## src/hw/lsu_pkg.sv

```systemverilog
package lsu_pkg;

    localparam int TAG_WIDTH = 6;

    typedef logic [TAG_WIDTH-1:0] tag_t;
    typedef logic [31:0]          addr_t;
    typedef logic [63:0]          data_t;

    // Processor side
    typedef struct packed {
        tag_t tag;
        logic is_store;
    } instr_req_t;

    typedef struct packed {
        tag_t  tag;
        addr_t addr;
        data_t value;
    } data_req_t;

    typedef struct packed {
        tag_t  tag;
        data_t value;
    } completion_t;

    // One slot of the ring queue
    typedef struct packed {
        logic  valid;
        logic  resolved;
        logic  dispatched;
        logic  complete;
        logic  is_store;
        tag_t  tag;
        addr_t addr;
        data_t value;
    } lsu_entry_t;

    typedef enum logic [1:0] {
        ISSUE_NONE,
        ISSUE_FWD,
        ISSUE_MEM
    } issue_kind_e;

    typedef struct packed {
        logic        valid;
        issue_kind_e kind;
        logic [7:0]  index;
        data_t       value;
    } issue_t;

    // Between the queue and the L1D master
    typedef struct packed {
        logic  is_store;
        addr_t addr;
        data_t value;
        tag_t  tag;
    } mem_req_t;

    typedef struct packed {
        tag_t  tag;
        data_t value;
    } mem_rsp_t;

endpackage

```

## src/hw/load_issue_select.sv

```systemverilog
module load_issue_select #(
    parameter int QUEUE_DEPTH = 8
) (
    input  lsu_pkg::lsu_entry_t            entries [QUEUE_DEPTH],
    input  logic [$clog2(QUEUE_DEPTH)-1:0] head,
    input  logic [$clog2(QUEUE_DEPTH):0]   count,
    output lsu_pkg::issue_t                issue
);
    import lsu_pkg::*;

    localparam int PTR_W = $clog2(QUEUE_DEPTH);

    always_comb begin
        logic [PTR_W-1:0] idx;
        logic             store_seen;
        logic             store_pending;
        logic             load_found;
        addr_t            store_addr;
        data_t            store_value;

        issue.valid   = 1'b0;
        issue.kind    = ISSUE_NONE;
        issue.index   = '0;
        issue.value   = '0;
        store_seen    = 1'b0;
        store_pending = 1'b0;
        load_found    = 1'b0;
        store_addr    = '0;
        store_value   = '0;

        // Oldest to youngest, remembering the youngest store passed so far
        for (int k = 0; k < QUEUE_DEPTH; k++) begin
            idx = head + PTR_W'(k);
            if (k < count && !load_found && entries[idx].valid) begin
                if (entries[idx].is_store) begin
                    store_seen  = 1'b1;
                    store_addr  = entries[idx].addr;
                    store_value = entries[idx].value;
                    if (!entries[idx].resolved) begin
                        store_pending = 1'b1;
                    end
                end else if (entries[idx].resolved && !entries[idx].dispatched &&
                             !entries[idx].complete) begin
                    // Younger loads would see the same unresolved store, so stop here
                    load_found = 1'b1;
                    if (!store_pending) begin
                        issue.valid = 1'b1;
                        issue.index = 8'(idx);
                        if (store_seen && store_addr == entries[idx].addr) begin
                            issue.kind  = ISSUE_FWD;
                            issue.value = store_value;
                        end else begin
                            issue.kind = ISSUE_MEM;
                        end
                    end
                end
            end
        end

        // Stores only go out from the head, keeping memory in program order
        if (!issue.valid && count != '0 && entries[head].valid && entries[head].is_store &&
            entries[head].resolved && !entries[head].dispatched && !entries[head].complete) begin
            issue.valid = 1'b1;
            issue.kind  = ISSUE_MEM;
            issue.index = 8'(head);
        end
    end

endmodule

```

## config.mk

```make
export PLATFORM = sky130hd
export DESIGN_NAME = load_issue_select
export DESIGN_NICKNAME = d
export VERILOG_FILES = /design/src/hw/lsu_pkg.sv /design/src/hw/load_issue_select.sv
export SDC_FILE = /design/constraint.sdc
export NUM_CORES = 2
export LEC_CHECK = 0
export ABC_AREA = 1
export BUFFER_PORTS_ARGS = -buffer_cell sky130_fd_sc_hd__buf_4
export CAP_MARGIN = 40
export CORE_AREA = 2 2 364 366
export DETAILED_ROUTE_END_ITERATION = 8
export DIE_AREA = 0 0 366 368
export GPL_TIMING_DRIVEN = 1
export PLACE_DENSITY_LB_ADDON = 0.25
export SLEW_MARGIN = 10
export SYNTH_ARGS = -nofsm -noshare
export SYNTH_HDL_FRONTEND = slang
export SYNTH_SLANG_ARGS = --single-unit
```

## constraint.sdc

```tcl
create_clock -name vclk -period 15.3
set_input_delay 0.765 -clock vclk [all_inputs]
set_output_delay 0.765 -clock vclk [all_outputs]
set_load 0.05 [all_outputs]
```

======== After elaboration in Yosys (flattened, before gate mapping) ========
Cells that the tools add are included.
cells by class
  $mul .................................... 0
  div/mod/pow operators ................... 0
  magnitude comparators ................... 16
  add/subtract/negate cells ............... 7
  bitwise logic cells ..................... 8
  equal/unequal tests ..................... 7
  shifts and indexed selects .............. 0
  mux-type cells .......................... 154
  reduce and logical (&&, ||, !) cells .... 69
operator list
  kind                 number
  $bmux 107 s3         8
  $mux 75              28
  $mux 107             16
  $mux 64              21
  $mux 32              14
  $eq 32x32->1         7
  $mux 1               56
  $logic_and 1x1->1    44
  $mux 11              4
  $ge 4x4->1 const B   8
  $not 3->4            8
  $logic_not 1->1      24
  $lt 3x4->1 const A   4
  $mux 2               7
  $add 3x3->3 const B  4
  $lt 1x4->1 const A   2
  $lt 2x4->1 const A   2
  $add 3x2->3 const B  2
  $reduce_bool 4->1    1
  $add 3x1->3 const B  1
storage, ports and cells
  memory bits (writable) .................. 0
  register bits after elaboration ......... 0
  memories ................................ 0
  output and inout bits ................... 75
  latch bits .............................. 0
  memory bits (read-only) ................. 0

======== Depth between registers and ports, before layout ========
  depth after elaboration ................. 54
  depth in mapped cells ................... 41
  mapped depth without buffers ............ 32

======== Least setup slack after synthesis ========
OpenSTA, ideal clock, no wires.
  path kind ............................... input-to-output
  start point ............................. input head[1]
  end point ............................... output issue[25] in the netlist's numbering
  path slack .............................. 8.363 ns
  data arrival time ....................... 6.172 ns
  required time ........................... 14.535 ns
  cell stages on the path ................. 37
  path buffers ............................ 13
  path through ............................ inv_1 > buf_2 > buf_4 > buf_2 > buf_2 > buf_2 > buf_2 > clkbuf_1 > clkbuf_1 > ha_1 > inv_1 > buf_2 > buf_2 > clkbuf_1 > o21ai_0 > o21ai_0 > nand2_1 > nand2_1 > nand2_1 > nand2_1 > nand2_1 > nand2_1 > nand2_1 > nand2_1 > nand2_1 > nand2_1 > xor2_1 > nand2_1 > nor2_1 > nand3_1 > nor2_1 > buf_2 > buf_2 > a21oi_1 > nand2_1 > nor2_1 > nor2_1
RTL lines
  item             line                    RTL
  start, declared  load_issue_select.sv:5  input logic [$clog2(QUEUE_DEPTH)-1:0] head,
  end, declared    load_issue_select.sv:7  output lsu_pkg::issue_t issue

==> out/qor.yml <==
ys_types: 54
drive_gt1_share_pct: 11.75
io_buffers: 885
worstPathMaxFanout: 65
syn_area_per_cell_um2: 4.474
path_buf_inv: 9
chipHeight_um: 368
syn_to_final_growth_pct: 17.85
power_density_mw_per_mm2: 65.82
synthCells: 9545
hold_path_class: "input port to output port"
fin_crit_sh_pct: 71.48
setup.worst_path.start_class: "input port"
synth_top_area_cell: "nand2_1"
slew_viol_final: 0
syn_area_mm2: 0.04271
overflow: 0
setup-tns-final_ns: 0
vdd_drop_max_mv: 0.05106
die_w_um: 366
nClkBuffers: 0
worst-slew-pin-transition_ns: 1.092
critical_path.top_delay_family: "buffers and inverters"
max_slew_margin_pct: 26.44
crit_arrival_ns: 10.17
ant_nets: 0
dp_hpwl_um: 225400
crit_slowest_cell: "buf_4"
synth_top_area_share_pct: 37.05
max_stage_delay_ns: 0.82
route.vias.total: 68620
grt_pass1_wl_um: 409900
crit_type: "input port to output port"
wl_per_cell_um: 25.13
setup_violations: 0
nNetsFinal: 10730
ios: 938
gp_congestion: 1.147
fin_area_mm2: 0.05033
yosys_warnings: 0
initial_core_util_pct: 32.65
antenna_found_initial: 72
cap_violations: 0
route.detailed.drc: 0
period_needed_ns: 10.94
grt_max_degree: 199
design.seq.count: 0
rsz0062_at_grt: "no"
fin_util_pct: 38.48
nFillCells: 15230
synthTopCellsByCount: "4215 x nand2_1, 1234 x o21ai_0, 951 x nand3_1, 782 x nor2_1, 435 x inv_1"
yosysSeqAreaShare_pct: 0
totalWireLength_um: 293400
post_cts_buffers: 0
power.leakage_nw: 26.87
die_area_mm2: 0.1347
regArea_um2: 0
fmaxAchievable_mhz: 91.44
worstPathRequired_ns: 14.53
endpoint_kind: "output port"
core_area_mm2: 0.1308
placedInstanceArea_mm2: 0.05005
grt_pass1_vias: 58840
drt-pass1-iter-count: 8
drt_iter0_markers: 10200
via_per_inst: 5.878
cts_resized: 0
outcome: "complete, no violations"
row_count: 133
synth_most_common_cell: "nand2_1"
yosys-top-cells-area: "nand2_1 37%, o21ai_0 14%, nand3_1 11%"
grtUsageTotal_pct: 40.75
cts_hold_buf: 0
finalHoldViolCount: 0
final cells by class:
type	instances	area, µm²	area share (%)
Tap cell	1755	2196	4.363
Antenna cell	56	140.1	0.2784
Timing Repair Buffer	1051	8237	16.37
Multi-Input combinational cell	8371	38040	75.58
Inverter	442	1717	3.411
worst min-delay path, delay by kind of cell:
| kind | cells | cell delay [ns] |
|---|---|---|
| buffers and inverters | 3 | 0.59 |
| and+or+nand+nor | 1 | 0.14 |
| AOI/OAI and AO/OA | 1 | 0.11 |
cell usage in the layout (no fill, tap or decap), types with 13 or more instances in the layout:
master / synthesis / final
a21boi_0: 53 / 53
o21a_1: 160 / 160
nor2_1: 782 / 773
nand3_1: 951 / 950
and2_1: 40 / 40
o211ai_1: 104 / 104
and2_0: 18 / 18
inv_1: 435 / 428
nand4_1: 68 / 68
mux2i_1: 97 / 97
diode_2: 0 / 56
buf_4: 38 / 1008
buf_16: 0 / 13
a31oi_1: 66 / 66
o22ai_1: 51 / 51
buf_2: 215 / 18
o21ai_0: 1234 / 1229
nand2_1: 4215 / 4211
nand3b_1: 41 / 41
or2_2: 33 / 33
nor3_1: 56 / 56
nor3_2: 25 / 25
xor2_1: 31 / 30
a21oi_1: 282 / 281
metal layers:
metal	part of all wire (%)	track usage, %	up-vias
li1	-	-	31840
met1	40	54.35	31130
met2	40	59.90	4749
met3	13	9.766	867
met4	6.8	22.10	40
met5	0.12	0.7835	-
cell families (layout without fill, tap and decap cells):
kind of cell | Yosys count | count (layout) | share of synthesized area (%)
adder cells (fa/ha/maj) | 2 | 2 | 0.05859
XOR/XNOR | 42 | 42 | 0.8789
AO/OA/AOI/OAI | 1980 | 1980 | 25.66
AND/OR/NAND/NOR | 6245 | 6245 | 59.67
multiplexers | 97 | 97 | 2.274
other | 1 | 61 | 0.008781
buffers and inverters | 1178 | 1493 | 11.45
power breakdown:
part	switching, mW	leakage [nW]	internal (mW)
clock network	0	0.000355	0.0000000546
registers	0	0	0
logic	2.37	26.9	0.938
stage by stage:
| step | setup slack [ns] | power (mW) | hold slack [ns] | std cells |
|---|---|---|---|---|
| 3_5_place_dp | 4.674 | 3.165 | 2.387 | 11610 |
| 2_1_floorplan | 8.363 | 1.951 | 2.218 | 9549 |
| 6_report | 4.364 | 3.313 | 2.425 | 11680 |
| 4_1_cts | 4.674 | 3.176 | 2.384 | 11610 |
| 5_1_grt | 4.075 | 3.557 | 2.408 | 11670 |
| 3_3_place_gp | 4.175 | 3.125 | 2.424 | 11580 |
final timing paths:
kind,from,to,slack [ns],depth (start not counted)
max,head[2],issue[37],4.36,28
min,head[1],issue[65],2.43,5
(Power assumes the default switching activity.)
