`src/hw/lsu_pkg.sv`:
```
package lsu_pkg;

    localparam int TAG_WIDTH = 6;

    typedef logic [TAG_WIDTH-1:0] tag_t;
    typedef logic [31:0]          addr_t;
    typedef logic [63:0]          data_t;

    // Processor side
    typedef struct packed {
        tag_t tag;
        logic is_store;
    } instr_req_t;

    typedef struct packed {
        tag_t  tag;
        addr_t addr;
        data_t value;
    } data_req_t;

    typedef struct packed {
        tag_t  tag;
        data_t value;
    } completion_t;

    // One slot of the ring queue
    typedef struct packed {
        logic  valid;
        logic  resolved;
        logic  dispatched;
        logic  complete;
        logic  is_store;
        tag_t  tag;
        addr_t addr;
        data_t value;
    } lsu_entry_t;

    typedef enum logic [1:0] {
        ISSUE_NONE,
        ISSUE_FWD,
        ISSUE_MEM
    } issue_kind_e;

    typedef struct packed {
        logic        valid;
        issue_kind_e kind;
        logic [7:0]  index;
        data_t       value;
    } issue_t;

    // Between the queue and the L1D master
    typedef struct packed {
        logic  is_store;
        addr_t addr;
        data_t value;
        tag_t  tag;
    } mem_req_t;

    typedef struct packed {
        tag_t  tag;
        data_t value;
    } mem_rsp_t;

endpackage

```
`src/hw/axi_lite_pkg.sv`:
```
package axi_lite_pkg;

    typedef logic [1:0] axi_resp_t;

    localparam axi_resp_t RESP_OKAY = 2'b00;

    // Write address channel
    typedef struct packed {
        logic [31:0] addr;
        logic [2:0]  prot;
    } axi_aw_t;

    // Read address channel
    typedef struct packed {
        logic [31:0] addr;
        logic [2:0]  prot;
    } axi_ar_t;

    typedef struct packed {
        logic [63:0] data;
        logic [7:0]  strb;
    } axi_w_t;

    typedef struct packed {
        axi_resp_t resp;
    } axi_b_t;

    typedef struct packed {
        logic [63:0] data;
        axi_resp_t   resp;
    } axi_r_t;

endpackage

```
`src/hw/l1d_axi_master.sv`:
```
module l1d_axi_master (
    input  logic                  clk_in,
    input  logic                  rst_N_in,
    input  logic                  mem_req_valid,
    output logic                  mem_req_ready,
    input  lsu_pkg::mem_req_t     mem_req,
    output logic                  mem_rsp_valid,
    output lsu_pkg::mem_rsp_t     mem_rsp,
    output logic                  awvalid,
    input  logic                  awready,
    output axi_lite_pkg::axi_aw_t aw,
    output logic                  wvalid,
    input  logic                  wready,
    output axi_lite_pkg::axi_w_t  w,
    input  logic                  bvalid,
    output logic                  bready,
    input  axi_lite_pkg::axi_b_t  b,
    output logic                  arvalid,
    input  logic                  arready,
    output axi_lite_pkg::axi_ar_t ar,
    input  logic                  rvalid,
    output logic                  rready,
    input  axi_lite_pkg::axi_r_t  r
);
    import lsu_pkg::*;
    import axi_lite_pkg::*;

    typedef enum logic [1:0] {
        ST_IDLE,
        ST_ADDR,
        ST_RESP
    } state_e;

    state_e   state;
    mem_req_t req_q;
    logic     addr_done;
    logic     rsp_take;

    assign mem_req_ready = (state == ST_IDLE);
    assign bready        = 1'b1;
    assign rready        = 1'b1;

    // Payload of the held request, full strobe
    assign aw.addr = req_q.addr;
    assign aw.prot = 3'b000;
    assign ar.addr = req_q.addr;
    assign ar.prot = 3'b000;
    assign w.data  = req_q.value;
    assign w.strb  = '1;

    // Each valid is either gone already or being taken this cycle
    assign addr_done = (!awvalid || awready) && (!wvalid || wready) && (!arvalid || arready);
    assign rsp_take  = (state == ST_RESP) && (req_q.is_store ? bvalid : rvalid);

    always_ff @(posedge clk_in or negedge rst_N_in) begin
        if (!rst_N_in) begin
            state         <= ST_IDLE;
            awvalid       <= 1'b0;
            wvalid        <= 1'b0;
            arvalid       <= 1'b0;
            mem_rsp_valid <= 1'b0;
        end else begin
            mem_rsp_valid <= rsp_take;
            case (state)
                ST_IDLE: begin
                    if (mem_req_valid) begin
                        state   <= ST_ADDR;
                        awvalid <= mem_req.is_store;
                        wvalid  <= mem_req.is_store;
                        arvalid <= !mem_req.is_store;
                    end
                end
                ST_ADDR: begin
                    if (awready) begin
                        awvalid <= 1'b0;
                    end
                    if (wready) begin
                        wvalid <= 1'b0;
                    end
                    if (arready) begin
                        arvalid <= 1'b0;
                    end
                    if (addr_done) begin
                        state <= ST_RESP;
                    end
                end
                ST_RESP: begin
                    if (rsp_take) begin
                        state <= ST_IDLE;
                    end
                end
                default: state <= ST_IDLE;
            endcase
        end
    end

    // No ID on the bus, so the tag comes from the held request
    always_ff @(posedge clk_in) begin
        if (mem_req_valid && mem_req_ready) begin
            req_q <= mem_req;
        end
        if (rsp_take) begin
            mem_rsp.tag   <= req_q.tag;
            mem_rsp.value <= req_q.is_store ? req_q.value : r.data;
        end
    end

endmodule

```
`config.mk`:
```
export PLATFORM = sky130hd
export DESIGN_NAME = l1d_axi_master
export DESIGN_NICKNAME = d
export VERILOG_FILES = /design/src/hw/lsu_pkg.sv /design/src/hw/axi_lite_pkg.sv /design/src/hw/l1d_axi_master.sv
export SDC_FILE = /design/constraint.sdc
export NUM_CORES = 1
export LEC_CHECK = 0
export BUFFER_PORTS_ARGS = -buffer_cell sky130_fd_sc_hd__buf_2
export CORE_AREA = 2 2 153 155
export CTS_BUF_LIST = sky130_fd_sc_hd__clkbuf_4 sky130_fd_sc_hd__clkbuf_8
export CTS_CLUSTER_SIZE = 16
export DETAILED_ROUTE_END_ITERATION = 8
export DIE_AREA = 0 0 155 157
export PLACE_DENSITY = 0.66
export RECOVER_POWER = 25
export SYNTH_ARGS = -nofsm -noshare
export SYNTH_HDL_FRONTEND = slang
export SYNTH_SLANG_ARGS = --single-unit
```
`constraint.sdc`:
```
create_clock -name clk_in -period 6.4 [get_ports clk_in]
set_input_delay 0.96 -clock clk_in [delete_from_list [all_inputs] [get_ports clk_in]]
set_output_delay 0.96 -clock clk_in [all_outputs]
set_load 0.02 [all_outputs]
```
After elaboration in Yosys (flattened, before gate mapping)
Index checks and enable logic that the tools add are counted.
{"block": "totals", "inputBits": 179, "register_bits": 179, "wordCells": 50, "output_inout_bits": 219}
{"block": "op_classes", "n_reduce_logical": 17, "muxes": 14, "n_eq_ne": 8}
{"cell": "two-way mux 64 bit", "n": 1}
{"cell": "!= test 2 bit (second input constant)", "n": 6}
{"cell": "AND reduction 3 bit", "n": 4}
{"cell": "two-way mux 1 bit", "n": 6}
{"cell": "two-way mux 2 bit", "n": 3}
{"cell": "one-hot mux 1 bit (2 select lines)", "n": 3}
{"cell": "one-hot mux 2 bit (3 select lines)", "n": 1}
{"cell": "logical AND 1 bit", "n": 4}
{"cell": "zero test 1 bit", "n": 4}
{"cell": "logical OR 1 bit", "n": 3}
{"cell": "equality test 2 x 1 -> 1 bit (second input constant)", "n": 1}
{"cell": "equality test 2 bit (second input constant)", "n": 1}
{"cell": "zero test 2 bit", "n": 1}
{"cell": "nonzero test 2 bit", "n": 1}

Logic depth before layout (Yosys ltp)
Gate-level depths: netlist of the first run.
{"block": "logic_depth", "word_depth": 6, "ltp_mapped": 4, "mapped_depth_nobuf": 3}

Worst setup path before layout of the first run
OpenSTA, ideal clock, no wires.
{"block": "synth_timing", "path_kind": "input-to-reg", "start": "input bvalid", "end": "register mem_rsp_valid", "required_time_ps": 5779, "n_path_buf": 0, "path_stages": 2, "setup_time_ps": 621, "arrival_ps": 5817, "path_slack_ps": -39, "path_cell_list": "mux2i_1 nor3_1"}
{"block": "synth_via", "elab_chain_len": 2}
{"element": "from (decl)", "line": "l1d_axi_master.sv:15", "source": "input logic bvalid,"}
{"element": "two-way mux 1 bit", "line": "l1d_axi_master.sv:53", "source": "assign rsp_take = (state == ST_RESP) && (req_q.is_store ? bvalid : rvalid);"}
{"element": "logical AND 1 bit", "line": "l1d_axi_master.sv:53"}
{"element": "named net rsp_take", "line": "l1d_axi_master.sv:37", "source": "logic rsp_take;"}
{"element": "to (signal assigned)", "line": "l1d_axi_master.sv:63", "source": "mem_rsp_valid <= rsp_take;"}
{"element": "to (decl)", "line": "l1d_axi_master.sv:7", "source": "output logic mem_rsp_valid,"}
The timed path passes the listed nets, and every way through them passes these cells.
A chain may end at the register's enable or synchronous reset.

Worst setup path in the final report of the first run
{"block": "layout_timing", "start": "input mem_req_valid", "end": "register req_q (netlist bit w[48]), enable pin"}
{"block": "layout_via", "elab_chain_len": 1}
{"element": "from (decl)", "line": "l1d_axi_master.sv:4", "source": "input logic mem_req_valid,"}
{"element": "logical AND 1 bit", "line": "l1d_axi_master.sv:99", "source": "if (mem_req_valid && mem_req_ready) begin"}
{"element": "to (signal assigned)", "line": "l1d_axi_master.sv:100", "source": "req_q <= mem_req;"}
{"element": "to (decl)", "line": "l1d_axi_master.sv:35", "source": "mem_req_t req_q;"}
No other way between the ends.

==> flow_metrics.env, run 1 <==
export IMPL_status="complete, but fails checks"
export IMPL_violations="max-capacitance violations, max-slew violations"
export IMPL_postCtsHoldBufs=0
export IMPL_fmax_mhz=331
export IMPL_swShare_pct=32.9
export IMPL_dp_hpwl_mm=11.9
export IMPL_num_rows=55
export IMPL_final_hold_violation_count=0
export IMPL_holdWs_ps=368
export IMPL_synth_ff_type="edfxtp_1"
export IMPL_gr_usage_met1_pct=13.9
export IMPL_finClkSkew_ps=18.6
export IMPL_grt_overflow=0
export IMPL_grt_usage_pct=12.7
export IMPL_tns_ps=0
export IMPL_cp_required_ps=6400
export IMPL_hp_class="in -> async"
export IMPL_cts_sinks=179
export IMPL_p_leak_nw=3.75
export IMPL_nNetsFinal=866
export IMPL_drive_gt1_share_pct=67.3
export IMPL_relSlewSlack_pct=-62.1
export IMPL_fin_crit_sh_pct=47.3
export IMPL_cts_resized_gates=0
export IMPL_ys_warn_count=0
export IMPL_drv_slew=43
export IMPL_syn2layout_area_growth_pct=21.5
export IMPL_regToRegSetupSlack_ps=3420
export IMPL_crit_type="in -> reg"
export IMPL_synth_edf_count=173
export IMPL_slowest_stage="clkbuf_1"
export IMPL_cts_buffers=17
export IMPL_global_route_peak_usage_layer="met2"
export IMPL_worst_pin_slew_ps=2430
export IMPL_seq_power_share_pct=50.4
export IMPL_ys_types=23
export IMPL_ant_nets=0
export IMPL_rsz0062_at_grt="false"
export IMPL_cts_setup_buffers=0
export IMPL_path_max_fanout=42
export IMPL_crit_start="mem_req_valid"
export IMPL_grt_max_degree=62
export IMPL_gr_usage_met3_pct=5.15
export IMPL_vias=4042
export IMPL_synth_seq_cells=179
export IMPL_start_kind="input port"
export IMPL_rr_startpoint="state[1]"
export IMPL_synthCells=424
export IMPL_drt_iter0_drc=241
export IMPL_worstReg2RegEnd="w[48]"
export IMPL_clock_latency_ps=440
export IMPL_crit_path_cell_trace="buf_2 > nand2b_1 > nor2_4 > clkbuf_1"
export IMPL_cts_root_buf="clkbuf_8"
export IMPL_io_pins=398
export IMPL_setup_viol=0
export IMPL_first_pass_iters=4
export IMPL_cts_tree="built"
export IMPL_p_clk_share_pct=24.5
export IMPL_p_comb_share_pct=25.1
export IMPL_place_congestion=0.785
export IMPL_syn_area_um2=7400
export IMPL_cp_arrival_ps=3030
export IMPL_die_area_um2=24300
export IMPL_critPathMaxStageDelay_ps=1720
export IMPL_htreeDepth=4
export IMPL_via_per_inst=4.10
export IMPL_cap_violations=1
export IMPL_yosysSeqAreaShare_pct=72.2
export IMPL_numPortBuffers=377
export IMPL_wire_per_inst_um=16.3
export IMPL_clk_pin_slew_ps=100
export IMPL_totalWireLength_mm=16.1
export IMPL_initial_utilization_pct=32.9
export IMPL_antenna_found_initial=2
export IMPL_p_per_area_nw_per_um2=370
export IMPL_design_core_area_um2=22500
export IMPL_end_kind="flop"
export IMPL_max_vdd_ir_drop_mv=0.200
export IMPL_avgSynthCellArea_um2=17.4
export IMPL_period_minus_slack_ps=3030
export IMPL_rr_worst_depth=3
export IMPL_power_internal_mw=2.23
export IMPL_cts_buffer_depth=2
export IMPL_die_y_um=157
export IMPL_grt_pass1_wl_mm=23.0
export IMPL_ys_async_sr_fraction_pct=3.35
export IMPL_p_sw_mw=1.09
export IMPL_die_w_um=155
export IMPL_grt_pass1_vias=4105
export IMPL_met2_usage_pct=22.9
export IMPL_drc=0
worst max-delay path, delay by kind of cell:
kind	cells	cell delay, ps
buf+inv	2	1810
simple gates	2	220
synthesized netlist by cell type, types with 2 or more instances:
master | instances | area (um^2)
o21ai_0 | 3 | 15.0
dfrtp_1 | 6 | 150
inv_1 | 3 | 11.3
conb_1 | 2 | 7.51
edfxtp_1 | 173 | 5190
mux2_2 | 64 | 721
nand3_1 | 2 | 10.0
nand2_1 | 3 | 11.3
nor2b_1 | 3 | 18.8
nor2_1 | 3 | 11.3
buf_6 | 6 | 67.6
buf_4 | 145 | 1090
routing by layer:
metal / wire, um / vias to the layer above / share of wire, %
met5: 0 / - / 0
met4: 193 / 0 / 1.2
met3: 1570 / 12 / 9.7
met2: 8410 / 239 / 52
met1: 5960 / 1890 / 37
li1: - / 1901 / -
power groups by stage:
stage / Clock (mW) / Combinational (mW) / Sequential (mW)
after CTS: 0.852 / 0.858 / 1.67
after floorplan: 0 / 0.657 / 1.77
after global routing: 0.900 / 0.891 / 1.70
after global placement: 0 / 0.847 / 1.69
final: 0.814 / 0.834 / 1.67
after detailed placement: 0 / 0.855 / 1.70
cells in the final DEF (no fill, tap or decap), drive strengths merged, types with 2 or more instances in the layout:
cell type / synthesis / final
buf: 152 / 373
bufinv: 0 / 2
clkbuf: 0 / 28
conb: 2 / 16
dfrtp: 6 / 6
diode: 0 / 2
edfxtp: 173 / 173
inv: 3 / 12
mux2: 64 / 64
nand2: 3 / 3
nand2b: 2 / 2
nand3: 2 / 2
nor2: 3 / 3
nor2b: 3 / 3
o21ai: 3 / 3
per-stage QoR:
stage / worst slack, ps / instance area [um^2] / power, mW / utilization, % / std cells
after detailed placement: 3860 / 8590 / 2.55 / 38.2 / 953
after floorplan: 504 / 7460 / 2.43 / - / 438
after CTS: 3820 / 9000 / 3.38 / 40.0 / 985
final: 3370 / 8990 / 3.32 / 39.9 / 987
after global routing: 3120 / 8980 / 3.49 / 39.9 / 985
after global placement: 3870 / 8590 / 2.54 / 38.2 / 953
area by class of cell:
type                            instances  area, um^2
Fill cell                            2114       13500
Sequential cell                       179        5350
Timing Repair Buffer                  382        1910
Multi-Input combinational cell        104         945
Tap cell                              285         357
Clock buffer                           19         249
Clock inverter                         13         165
Inverter                                3        11.3
Antenna cell                            2        5.00
state kept, by name, indices dropped and copies added, names as in the netlist:
| signal | flops |
|---|---|
| state | 2 |
| wvalid | 1 |
| w | 64 |
| arvalid | 1 |
| req_q | 7 |
| awvalid | 1 |
| ar | 32 |
| mem_rsp_valid | 1 |
| mem_rsp | 70 |
how the worst max path moves through the flow:
| stage | to | slack, ps | cells after the start |
|---|---|---|---|
| 5_1_grt | w[23] | 3120 | 3 |
| 6_report | w[48] | 3370 | 4 |
| 2_1_floorplan | ar[10] | 500 | 2 |
| 4_1_cts | mem_rsp[20] | 3820 | 3 |
| 3_5_place_dp | mem_rsp[16] | 3860 | 3 |
| 3_3_place_gp | mem_rsp[50] | 3870 | 3 |
cell families (layout without fill, tap and decap cells):
| family | count (synthesis) | after routing | synth area share (%) |
|---|---|---|---|
| buf+inv | 155 | 417 | 15.8 |
| other cells | 2 | 18 | 0.102 |
| simple gates | 16 | 16 | 1.25 |
| compound gates | 7 | 7 | 0.677 |
| mux | 65 | 65 | 9.88 |
| flops | 179 | 179 | 72.2 |
Power figures use the tool's default switching activity.
==> run 2, diff against run 1 <==
CORE_AREA = 2 2 155 157   (was 2 2 153 155)
DIE_AREA = 0 0 157 159   (was 0 0 155 157)
PLACE_DENSITY = 0.62   (was 0.66)
clock period = 2.8 ns   (was 6.4 ns; I/O delays follow)
==> run 2 against run 1 <==
Effect of this change: the run now ends clean; routed wire length is 5.1% higher; largest power group unchanged; hold slack worse by 240 ps; global-route usage is 0.62 points higher; final cell count is 3.7% higher.
==> flow_metrics.env, run 2 (same netlist as run 1, synthesis figures left out) <==
export IMPL_slowest_stage="buf_4"
export IMPL_end_kind="flop"
export IMPL_drv_slew=0
export IMPL_power_total_mw=7.65
export IMPL_path_max_fanout=64
export IMPL_multi_input_area_um2=945
export IMPL_cts_buffer_depth=2
export IMPL_first_pass_iters=4
export IMPL_nNetsFinal=867
export IMPL_htreeDepth=4
export IMPL_regArea_um2=5350
export IMPL_syn2layout_area_growth_pct=22.3
export IMPL_design_core_area_um2=23200
export IMPL_die_y_um=159
export IMPL_relSlewSlack_pct=35.8
export IMPL_crit_type="reg -> reg"
export IMPL_finalNonFillerCells=1024
export IMPL_cap_violations=0
export IMPL_clk_pin_slew_ps=110
export IMPL_seq_power_share_pct=49.7
export IMPL_drt_iter0_drc=184
export IMPL_vias=4104
export IMPL_worst_pin_slew_ps=963
export IMPL_grt_overflow=0
export IMPL_grt_pass1_wl_mm=24.4
export IMPL_p_leak_nw=3.71
export IMPL_setup_viol=0
export IMPL_dp_hpwl_mm=12.5
export IMPL_grt_usage_pct=13.4
export IMPL_die_w_um=157
export IMPL_cp_required_ps=3010
export IMPL_fmax_mhz=542
export IMPL_min_path_cells=1
export IMPL_p_comb_share_pct=25.5
export IMPL_hold_start="mem_req[91]"
export IMPL_cts_sinks=179
export IMPL_period_minus_slack_ps=1850
export IMPL_place_congestion=0.777
export IMPL_finClkSkew_ps=20.6
export IMPL_status="complete, no violations"
export IMPL_cts_setup_buffers=0
export IMPL_final_common_cell="buf_2"
export IMPL_via_per_inst=4.01
export IMPL_cts_tree="built"
export IMPL_start_kind="flop"
export IMPL_p_per_area_nw_per_um2=845
export IMPL_drive_gt1_share_pct=64.6
export IMPL_final_cell_mix="buf_2, edfxtp_1, mux2_2"
export IMPL_totalWireLength_mm=17.0
export IMPL_hp_class="in -> reg"
export IMPL_critPathMaxStageDelay_ps=720
export IMPL_grt_pass1_vias=4209
export IMPL_cp_arrival_ps=2060
export IMPL_drc=0
export IMPL_final_hold_violation_count=0
export IMPL_grt_max_degree=65
export IMPL_tns_ps=0
export IMPL_largest_reg_flops=70
export IMPL_ant_nets=0
export IMPL_crit_path_cell_trace="buf_4 > mux2_2"
export IMPL_max_vdd_ir_drop_mv=0.326
export IMPL_place_inst=987
export IMPL_power_internal_mw=5.07
export IMPL_io_pins=398
export IMPL_p_clk_share_pct=24.8
export IMPL_crit_start="req_q[102]"
export IMPL_rsz0062_at_grt="false"
export IMPL_cts_root_buf="clkbuf_8"
export IMPL_p_sw_mw=2.58
export IMPL_swShare_pct=33.7
export IMPL_wire_per_inst_um=16.6
export IMPL_numPortBuffers=377
export IMPL_clock_latency_ps=460
export IMPL_antenna_found_initial=7
export IMPL_fillers=2216
export IMPL_fin_crit_sh_pct=65.9
export IMPL_top_register="mem_rsp"
export IMPL_cts_buffers=17
export IMPL_die_area_um2=25000
export IMPL_rr_startpoint="req_q[102]"
export IMPL_rr_worst_depth=2
export IMPL_initial_utilization_pct=31.9
export IMPL_num_rows=56
## run 2: worst max-delay path, delay by kind of cell, from the launching register on
kind     cells  cell delay [ps]
flops        1              380
buf+inv      1              720
mux          1              420
## run 2: routing by layer
layer	up-vias	track usage (%)	share of wire, %
met1	1928	13.1	34
met4	4	4.96	1.8
li1	1908	-	-
met5	-	0	0.17
met3	21	5.63	11
met2	243	24.7	53
## run 2: area by class of cell
class / instances / area share, %
Sequential cell: 179 / 59.1
Timing Repair Buffer: 383 / 21.2
Multi-Input combinational cell: 104 / 10.4
Tap cell: 319 / 4.41
Clock buffer: 17 / 2.59
Clock inverter: 15 / 2.10
Inverter: 3 / 0.124
Antenna cell: 4 / 0.111
## run 2: per-stage QoR
step	cell area (um^2)	hold slack [ps]	utilization, %	worst slack [ps]
after global placement	8640	259	37.3	980
after detailed placement	8640	256	37.3	933
after global routing	9040	70.0	39.0	885
after CTS	9080	85.8	39.1	938
final	9050	125	39.0	955
after floorplan	7470	124	-	100
## run 2: path summary, 6_finish.rpt
kind                                       to  slack (ps)
worst max-delay path              mem_rsp[43]         950
max in group asynchronous            state[1]        2150
min in group asynchronous       mem_rsp_valid         380
worst max register to register    mem_rsp[43]         950
worst min register to register    mem_rsp[66]         420
worst min-delay path                   ar[24]         130
## run 2: power by group through the flow
| stage | Sequential [mW] | Clock, mW | Combinational, mW |
|---|---|---|---|
| 4_1_cts | 3.81 | 1.97 | 2.01 |
| 2_1_floorplan | 4.00 | 0 | 1.52 |
| 5_1_grt | 3.86 | 2.07 | 2.09 |
| 3_3_place_gp | 3.86 | 0 | 1.99 |
| 3_5_place_dp | 3.86 | 0 | 2.01 |
| 6_report | 3.80 | 1.89 | 1.95 |
## run 2: what timing repair did
item / in CTS / in global routing
hold endpoints to repair: 6 / 0
resized for setup: 0 / 0
hold buffers: 1 / 0
setup endpoints to repair: 0 / 0
